<file path="config.mk">
export PLATFORM = sky130hd
export DESIGN_NAME = fetch_top
export DESIGN_NICKNAME = d
export VERILOG_FILES = /design/src/fetch_pkg.sv /design/src/btb_predictor.sv /design/src/byte_rotator.sv /design/src/fetch_line_buffer.sv /design/src/fetch_top.sv /design/src/pc_select.sv
export VERILOG_INCLUDE_DIRS = /design/src /design/src/include
export SDC_FILE = /design/constraint.sdc
export NUM_CORES = 2
export LEC_CHECK = 0
export BUFFER_PORTS_ARGS = -buffer_cell sky130_fd_sc_hd__buf_2
export CAP_MARGIN = 20
export CORE_MARGIN = 1
export CORE_UTILIZATION = 45
export CTS_CLUSTER_SIZE = 25
export DETAILED_ROUTE_END_ITERATION = 7
export SLEW_MARGIN = 20
export SYNTH_ARGS = -nofsm -noshare
export SYNTH_HDL_FRONTEND = slang
export SYNTH_SLANG_ARGS = --single-unit
</file>
<file path="constraint.sdc">
create_clock -name clk -period 110.7 [get_ports clk]
set_clock_uncertainty 0.1 [all_clocks]
set_input_delay 11.07 -clock clk [delete_from_list [all_inputs] [get_ports clk]]
set_output_delay 11.07 -clock clk [all_outputs]
set_load 0.03 [all_outputs]
</file>
<file path="src/include/fetch_defines.svh">
`ifndef FETCH_DEFINES_SVH
`define FETCH_DEFINES_SVH

// Address width in bits
`define FETCH_XLEN 32

// Cache line and instruction window sizes in bytes
`define FETCH_LINE_BYTES 64
`define FETCH_WINDOW_BYTES 16

// Direct-mapped BTB depth
`define FETCH_BTB_ENTRIES 16

// Derived field widths of the fetch address
`define FETCH_OFFSET_W $clog2(`FETCH_LINE_BYTES)
`define FETCH_INDEX_W $clog2(`FETCH_BTB_ENTRIES)
`define FETCH_TAG_W (`FETCH_XLEN - `FETCH_INDEX_W - `FETCH_OFFSET_W)

// Flat bit widths of a line and a window
`define FETCH_LINE_W (`FETCH_LINE_BYTES * 8)
`define FETCH_WINDOW_W (`FETCH_WINDOW_BYTES * 8)

// Two-bit counter value written on allocation
`define FETCH_CTR_INIT 2'd2

`endif

</file>
<file path="src/fetch_pkg.sv">
`include "fetch_defines.svh"

package fetch_pkg;

    // Address split as the cache and BTB see it
    typedef struct packed {
        logic [`FETCH_TAG_W-1:0]    tag;
        logic [`FETCH_INDEX_W-1:0]  index;   // BTB set just above the offset
        logic [`FETCH_OFFSET_W-1:0] offset;  // Byte within the line
    } fetch_addr_fields_t;

    // One address word read flat or by field
    typedef union packed {
        logic [`FETCH_XLEN-1:0] flat;
        fetch_addr_fields_t     f;
    } fetch_addr_u;

    // Resteer source from rob, d1 or ras
    typedef struct packed {
        logic                   taken;
        logic [`FETCH_XLEN-1:0] target;
    } redirect_t;

    // BTB lookup result that also resteers the stage
    typedef struct packed {
        logic                   taken;
        logic [`FETCH_XLEN-1:0] target;
    } prediction_t;

    // Branch resolution from the back end
    typedef struct packed {
        logic                   valid;   // One-cycle strobe
        fetch_addr_u            pc;
        logic [`FETCH_XLEN-1:0] target;
        logic                   taken;
    } btb_update_t;

    // Instruction window handed to decode
    typedef struct packed {
        logic                                  valid;
        fetch_addr_u                           pc;
        logic [`FETCH_WINDOW_BYTES-1:0][7:0]   bytes;  // Byte 0 sits at pc
    } fetch_window_t;

endpackage

</file>
<file path="src/btb_predictor.sv">
`timescale 1ns/1ps
`include "fetch_defines.svh"

module btb_predictor (
    input  logic                   clk,
    input  logic                   rst,
    input  fetch_pkg::fetch_addr_u lookup_pc,
    input  fetch_pkg::btb_update_t update,
    output fetch_pkg::prediction_t prediction
);

    // Payload of one BTB way
    typedef struct packed {
        logic [`FETCH_TAG_W-1:0] tag;
        logic [`FETCH_XLEN-1:0]  target;
        logic [1:0]              ctr;    // Two-bit saturating counter
    } btb_entry_t;

    btb_entry_t                    entries [`FETCH_BTB_ENTRIES];
    logic [`FETCH_BTB_ENTRIES-1:0] entry_valid;

    logic [`FETCH_INDEX_W-1:0] lk_idx;
    btb_entry_t                lk_entry;
    logic                      lk_hit;
    logic                      lk_taken;

    logic [`FETCH_INDEX_W-1:0] up_idx;
    btb_entry_t                up_entry;
    logic                      up_hit;
    logic [1:0]                up_ctr;

    // Same-cycle lookup
    assign lk_idx   = lookup_pc.f.index;
    assign lk_entry = entries[lk_idx];
    assign lk_hit   = entry_valid[lk_idx] && (lk_entry.tag == lookup_pc.f.tag);
    assign lk_taken = lk_hit && lk_entry.ctr[1];               // Counter 2 or 3

    assign prediction.taken  = lk_taken;
    assign prediction.target = lk_taken ? lk_entry.target : '0;

    // Resolve side
    assign up_idx   = update.pc.f.index;
    assign up_entry = entries[up_idx];
    assign up_hit   = entry_valid[up_idx] && (up_entry.tag == update.pc.f.tag);

    always_comb begin
        up_ctr = up_entry.ctr;
        if (update.taken) begin
            if (up_entry.ctr != 2'd3) begin
                up_ctr = up_entry.ctr + 2'd1;                   // Saturate up
            end
        end else begin
            if (up_entry.ctr != 2'd0) begin
                up_ctr = up_entry.ctr - 2'd1;                   // Saturate down
            end
        end
    end

    // Valid bits
    always_ff @(posedge clk) begin
        if (rst) begin
            entry_valid <= '0;                                  // Empty BTB
        end else if (update.valid && !up_hit && update.taken) begin
            entry_valid[up_idx] <= 1'b1;                        // New allocation
        end
    end

    // Entry payload
    always_ff @(posedge clk) begin
        if (update.valid) begin
            if (up_hit) begin
                entries[up_idx].ctr <= up_ctr;
                if (update.taken) begin
                    entries[up_idx].target <= update.target;    // Latest taken target
                end
            end else if (update.taken) begin
                entries[up_idx].tag    <= update.pc.f.tag;      // Replace whatever was here
                entries[up_idx].target <= update.target;
                entries[up_idx].ctr    <= `FETCH_CTR_INIT;      // Weakly taken
            end
            // Not-taken miss leaves the set alone
        end
    end

endmodule

</file>
<file path="src/byte_rotator.sv">
`timescale 1ns/1ps
`include "fetch_defines.svh"

module byte_rotator (
    input  logic                     buf_valid,
    input  fetch_pkg::fetch_addr_u   buf_pc,
    input  logic [`FETCH_LINE_W-1:0] buf_line,
    output fetch_pkg::fetch_window_t window
);

    logic [`FETCH_LINE_BYTES-1:0][7:0] line_bytes;

    assign line_bytes = buf_line;                               // Byte 0 in bits 7:0

    // Window byte i is line byte (offset + i) mod line size
    always_comb begin
        logic [`FETCH_OFFSET_W-1:0] src;
        window.valid = buf_valid;
        window.pc    = buf_pc;
        for (int i = 0; i < `FETCH_WINDOW_BYTES; i++) begin
            src = buf_pc.f.offset + i[`FETCH_OFFSET_W-1:0];    // Wraps at line end
            window.bytes[i] = line_bytes[src];
        end
    end

endmodule

</file>
<file path="src/fetch_line_buffer.sv">
`timescale 1ns/1ps
`include "fetch_defines.svh"

module fetch_line_buffer (
    input  logic                      clk,
    input  logic                      rst,
    input  logic                      stall,
    input  logic                      resteer,
    input  logic                      line_hit,
    input  fetch_pkg::fetch_addr_u    fetch_pc,
    input  logic [`FETCH_LINE_W-1:0]  line_data,
    output logic                      buf_valid,
    output fetch_pkg::fetch_addr_u    buf_pc,
    output logic [`FETCH_LINE_W-1:0]  buf_line
);

    logic load;   // Capture this cycle's line
    logic hold;   // Freeze contents

    // Line answers the current fetch pc
    assign load = line_hit && !stall && !resteer;

    // Stall keeps the window, unless a resteer kills it
    assign hold = stall && !resteer;

    // Valid flag
    always_ff @(posedge clk) begin
        if (rst) begin
            buf_valid <= 1'b0;
        end else if (load) begin
            buf_valid <= 1'b1;
        end else if (hold) begin
            buf_valid <= buf_valid;
        end else begin
            buf_valid <= 1'b0;                                  // Miss or wrong path
        end
    end

    // Line and its address
    always_ff @(posedge clk) begin
        if (load) begin
            buf_pc   <= fetch_pc;                               // Keep unaligned offset
            buf_line <= line_data;
        end
    end

endmodule

</file>
<file path="src/fetch_top.sv">
`timescale 1ns/1ps
`include "fetch_defines.svh"

module fetch_top (
    input  logic                      clk,
    input  logic                      rst,
    input  logic                      stall,
    input  logic                      line_hit,
    input  logic [`FETCH_LINE_W-1:0]  line_data,
    input  logic                      resteer,
    input  fetch_pkg::redirect_t      rob_redirect,
    input  fetch_pkg::redirect_t      d1_redirect,
    input  fetch_pkg::redirect_t      ras_redirect,
    input  fetch_pkg::btb_update_t    btb_update,
    output fetch_pkg::fetch_addr_u    pc_out,
    output fetch_pkg::prediction_t    br_prediction,
    output fetch_pkg::fetch_window_t  window
);

    logic                     buf_valid;
    fetch_pkg::fetch_addr_u   buf_pc;
    logic [`FETCH_LINE_W-1:0] buf_line;

    // Fetch PC and next-address priority
    pc_select pc_select_i (
        .clk          (clk),
        .rst          (rst),
        .stall        (stall),
        .line_hit     (line_hit),
        .resteer      (resteer),
        .rob_redirect (rob_redirect),
        .d1_redirect  (d1_redirect),
        .ras_redirect (ras_redirect),
        .prediction   (br_prediction),   // Own resteer feeds back
        .pc           (pc_out)
    );

    // Looks up the pc being fetched
    btb_predictor btb_predictor_i (
        .clk        (clk),
        .rst        (rst),
        .lookup_pc  (pc_out),
        .update     (btb_update),
        .prediction (br_prediction)
    );

    // Captures the line the cache returns for this cycle's pc_out
    fetch_line_buffer fetch_line_buffer_i (
        .clk       (clk),
        .rst       (rst),
        .stall     (stall),
        .resteer   (resteer),
        .line_hit  (line_hit),
        .fetch_pc  (pc_out),
        .line_data (line_data),
        .buf_valid (buf_valid),
        .buf_pc    (buf_pc),
        .buf_line  (buf_line)
    );

    // Align to fetch address and cut the window
    byte_rotator byte_rotator_i (
        .buf_valid (buf_valid),
        .buf_pc    (buf_pc),
        .buf_line  (buf_line),
        .window    (window)
    );

endmodule

</file>
<file path="src/pc_select.sv">
`timescale 1ns/1ps
`include "fetch_defines.svh"

module pc_select (
    input  logic                  clk,
    input  logic                  rst,
    input  logic                  stall,
    input  logic                  line_hit,
    input  logic                  resteer,
    input  fetch_pkg::redirect_t  rob_redirect,
    input  fetch_pkg::redirect_t  d1_redirect,
    input  fetch_pkg::redirect_t  ras_redirect,
    input  fetch_pkg::prediction_t prediction,
    output fetch_pkg::fetch_addr_u pc
);

    fetch_pkg::fetch_addr_u seq_pc;   // Start of the following line
    fetch_pkg::fetch_addr_u next_pc;
    logic                   redirect_any;

    // A resteer only counts if some source is taken
    assign redirect_any = resteer &&
                          (rob_redirect.taken || d1_redirect.taken || ras_redirect.taken);

    always_comb begin
        seq_pc          = pc;
        seq_pc.f.offset = '0;                                   // Realign first
        seq_pc.flat     = seq_pc.flat + `FETCH_LINE_BYTES;
    end

    // Next fetch address, highest priority first
    always_comb begin
        next_pc = pc;                                           // Default hold
        if (stall) begin
            next_pc = pc;
        end else if (redirect_any) begin
            if (rob_redirect.taken) begin                       // Oldest source wins
                next_pc.flat = rob_redirect.target;
            end else if (d1_redirect.taken) begin
                next_pc.flat = d1_redirect.target;
            end else begin
                next_pc.flat = ras_redirect.target;
            end
        end else if (prediction.taken) begin
            next_pc.flat = prediction.target;                   // BTB says taken
        end else if (line_hit) begin
            next_pc = seq_pc;
        end else begin
            next_pc = pc;                                       // Miss retries the same line
        end
    end

    // Fetch PC register
    always_ff @(posedge clk) begin
        if (rst) begin
            pc <= '0;
        end else begin
            pc <= next_pc;
        end
    end

endmodule

</file>
* Word-level counts from Yosys, hierarchy flattened *
Memories as Yosys holds them, arrays and structs flattened. A register that Yosys moved wholly into a read port is not among the register bits.
Index checks and enable logic that the tools add are counted.

operators by class
  $add $sub $neg = 18
  $lt $le $gt $ge = 19
  equality and inequality tests = 4
  muxes and demuxes = 63
  bitwise logic cells = 4
  reduce and logical (&&, ||, !) cells = 18

operators by type and width
  cell                                                                          count
  8-bit binary-select mux with 6-bit select                                     16
  32-bit 2-to-1 mux                                                             7
  8-bit 2-to-1 mux                                                              16
  6-bit by 7-bit less-than comparator with 1-bit output, second input constant  16
  6-bit by 4-bit adder with 6-bit output, second input constant                 8
  22-bit == test                                                                2
  32-bit by 7-bit adder with 32-bit output, second input constant               1
  6-bit by 3-bit adder with 6-bit output, second input constant                 4
  16-bit OR                                                                     1
  1-bit 2-to-1 mux                                                              15
  6-bit by 2-bit adder with 6-bit output, second input constant                 2
  1-bit logical AND                                                             10
  4-bit by 5-bit less-than comparator with 1-bit output, second input constant  2
  1-bit binary-select mux with 4-bit select                                     2
  2-bit 2-to-1 mux                                                              4
  4-bit 2-to-1 mux                                                              2
  6-bit by 1-bit adder with 6-bit output, second input constant                 1
  1-bit demux with 4-bit select                                                 1
  4-bit by 1-bit >= comparator with 1-bit output, second input constant         1
  1-bit logical NOT                                                             3
  3-bit nonzero test                                                            1
  2-bit by 1-bit adder with 2-bit output, second input constant                 1
  1-bit logical OR                                                              2
  2-bit by 1-bit != test with 1-bit output, second input constant               1
  other kinds (6)                                                               7

word-level totals
  flip-flop bits (word level) = 593
  RAM bits = 896
  input bits = 682
  output and inout port bits = 226
  word-level logic and storage cells = 132
  memories = 1

memories
  name                     words  bits a word  rd ports  clocked after Yosys merged registers in  write ports  RTL line             source
  btb_predictor_i.entries  16     56           2         1                                        1            btb_predictor.sv:19  btb_entry_t entries [`FETCH_BTB_ENTRIES];

* Depth between registers and ports, before layout *
  word-level depth = 9
  depth in mapped cells = 17
  gate-level depth less buffers = 10

* By module *
A second synthesis with hierarchy kept.

second synthesis, totals
  cell total of the unflattened synthesis = 5334
  area, all modules = 89853.7 sq um

modules (own cells, without submodules)
  module             instances  cells each  area an instance (sq um)
  btb_predictor      1          1789        38809.7
  byte_rotator       1          2605        31717.9
  fetch_line_buffer  1          549         16389.5
  pc_select          1          391         2936.6

* Worst setup path after synthesis *
No wires, ideal clock.

  path type = input -> register
  start = input port resteer
  end = register fetch_line_buffer_i.buf_line[0], enable pin
  arrival = 50.260 ns
  required time = 108.359 ns
  slack = 58.098 ns
  cell stages on the path = 1
  path buffers = 0
  cells stage by stage = nor3b_1

between the ends
  cells in the longest elaborated chain, start to end = 2

ends and longest elaborated chain
  item                  RTL line                 source
  from (decl)           fetch_top.sv:10          input logic resteer,
  1-bit logical NOT     fetch_line_buffer.sv:21  assign load = line_hit && !stall && !resteer;
  1-bit logical AND     fetch_line_buffer.sv:21
  to (signal assigned)  fetch_line_buffer.sv:43  buf_line <= line_data;
  to (decl)             fetch_line_buffer.sv:14  output logic [`FETCH_LINE_W-1:0] buf_line

No other way between the ends.
A chain may end at the register's enable or synchronous reset.

==> out/results.ini <==
[outcome]
status = finished clean

[timing]
slew_headroom = 0.2247
fin_crit_sh = 0.1602
maxSlewViolCount = 0
hold_violations = 0
whs_ns = 0.3994
worst_slew_pin_slew_ns = 1.162
setup_violations = 0
period_needed_ns = 17.73
fmax_ghz = 0.05639
fin_ws_ns = 92.97
rsz0062_at_grt = no
setup_tns_ns = 0

[critical_path]
critical_path_class = flop to output port
start_kind = flop
worstPathArrival_ns = 6.56
crit_fanout = 132
worstPathRequired_ns = 99.53
crit_path_end_kind = output port

[clock_network]
worstSkewPairLatency_ns = 0.84
postCtsSetupBuffers = 0
cts-root-buf = clkbuf_16
cts_buffers = 165
post_cts_resized = 0
clk_path_buf_depth = 3
holdBufCountCts = 0
htree_levels = 4
clock_sinks = 1493
clkSlewWorstSetupHoldPaths_ns = 0.06
cts_tree = yes

[final_layout]
final_common_cell = edfxtp_1
fillers = 15050
layout_common_cells = edfxtp_1 (1440), mux4_2 (1082), buf_2 (899)
area_delta_synth_final_pct = 15.43
nNetsFinal = 6211
drive_gt1_frac = 0.4404

[placed_design]
gp_congestion = 1.040
port_buffers = 901
place_hpwl_um = 237700
post-place-ws_ns = 93.39

[grt]
overflow = 0
grt_pass1_vias = 51850
grt_max_degree = 168
grt_pass1_wl_um = 430600
track_usage = 0.3398
antenna_found_initial = 52

[floorplan]
die_x_um = 433.0
die_area_sq_um = 187500
initial_core_util = 0.4547
die_h_um = 433.0
rows = 157
pin_count = 908
core_area_sq_um = 183900

[drt]
wl_per_cell_um = 39.63
dr.pass1.iters = 5
remaining_drc_errors = 0
vias = 54330
met2_length_um = 154400
drt-initial-drc-count = 6145
avgViaCountPerCell = 6.676
met3_length_um = 26160
wl_met1_um = 113000
postRouteWirelength_um = 322600
highest_layer = met5
ant_nets = 0

[logic_synthesis]
synth_nets = 5399
synthArstFlopShare = 0
synth_seq_cells = 1493
synth-main-ff-cell = edfxtp_1
synthCells = 4703
syn-cell-area_sq_um = 83600
ys_warn_count = 0
synth_edf_count = 1440
synth.distinct_cells = 69
yosysSeqAreaShare = 0.5300
synth.avg_cell_area_sq_um = 17.77

[power_and_ir_drop]
p_total_mw = 1.496
cellPowerDensity_nw_per_um2 = 15.50
p_leak_nw = 33.34
ir_drop_mv = 0.01531

[min_path]
hold_path.class = flop to flop

[job]
cap_violations = 0

-- path summary, 6_finish.rpt --
path	start	end	slack [ns]	cells after the start
max	fetch_line_buffer_i.buf_pc[0]	window[87]	92.97	9
min reg2reg	btb_predictor_i.entry_valid[14]	btb_predictor_i.entry_valid[14]	0.40	2
max reg2reg	flop	pc_select_i.pc[8]	104.50	15
min	btb_predictor_i.entry_valid[14]	btb_predictor_i.entry_valid[14]	0.40	2
-- cells by family (layout without fill, tap and decap cells) --
group           after synthesis  count (layout)  synth area share
buf+inv                     432            1379           0.02187
simple gates                523             523           0.02883
mux                        1806            1806            0.3788
flops                      1493            1493            0.5300
xor+xnor                    104             104           0.01090
compound gates              331             331           0.02758
other cells                   0              25                 0
fa+ha+maj                    14              14          0.002095
-- registers in the layout, indices dropped and copies added (netlist names), named ones only --
signal,count
pc_select_i.pc,32
fetch_line_buffer_i.buf_line,512
btb_predictor_i.entries,896
fetch_line_buffer_i.buf_pc,32
fetch_line_buffer_i.buf_valid,1
btb_predictor_i.entry_valid,16
-- power by group --
part / internal, mW / total, mW / switching, mW
clock: 0.306 / 0.543 / 0.237
combinational: 0.114 / 0.300 / 0.186
sequential: 0.636 / 0.653 / 0.0166
total: 1.06 / 1.50 / 0.440
-- critical path, cell delays in order, from the launching register on --
cell and delay [ns]:
edfxtp_1 0.50, buf_12 0.67, buf_4 0.76, buf_6 0.69, buf_4 0.75, mux4_2 0.53
mux2i_1 0.13, mux4_2 0.50, mux2i_1 0.71, buf_2 0.34
-- synthesized netlist by cell type (30+ instances only) --
cell / instances / area share
xnor2_1: 89 / 0.0093
a211oi_1: 53 / 0.0048
mux2i_1: 698 / 0.084
edfxtp_1: 1440 / 0.52
inv_1: 36 / 0.0016
a21oi_1: 136 / 0.0081
dfxtp_1: 53 / 0.013
nor2_1: 180 / 0.0081
nand2_1: 167 / 0.0075
clkbuf_1: 195 / 0.0088
buf_2: 33 / 0.0020
nor2b_1: 30 / 0.0022
buf_1: 134 / 0.0060
mux4_2: 1082 / 0.29
and2_1: 33 / 0.0025
nand2b_1: 35 / 0.0026
-- layer usage --
layer,GRT usage,up-vias
met5,0,-
met4,0.2558,30
met3,0.06376,721
met2,0.5436,3206
met1,0.4111,28720
li1,-,21660
-- area by class of cell --
type / count / area (sq um) / area share
Sequential cell: 1493 / 44320 / 0.4593
Timing Repair Buffer: 1040 / 5652 / 0.05857
Clock inverter: 99 / 1065 / 0.01104
Inverter: 37 / 141.4 / 0.001465
Multi-Input combinational cell: 2778 / 37900 / 0.3928
Clock buffer: 203 / 4272 / 0.04427
Antenna cell: 25 / 62.56 / 0.0006484
Tap cell: 2464 / 3083 / 0.03195
-- through the flow --
step                      utilization  cell area [sq um]  instances
final                          0.5248              96490       8139
after global routing           0.5246              96450       8123
after CTS                      0.5244              96420       8114
after detailed placement       0.4954              91080       7812
after global placement         0.4952              91060       7810
after floorplan                     -              83600       4703
No activity file was read; power rests on OpenSTA's default activity.
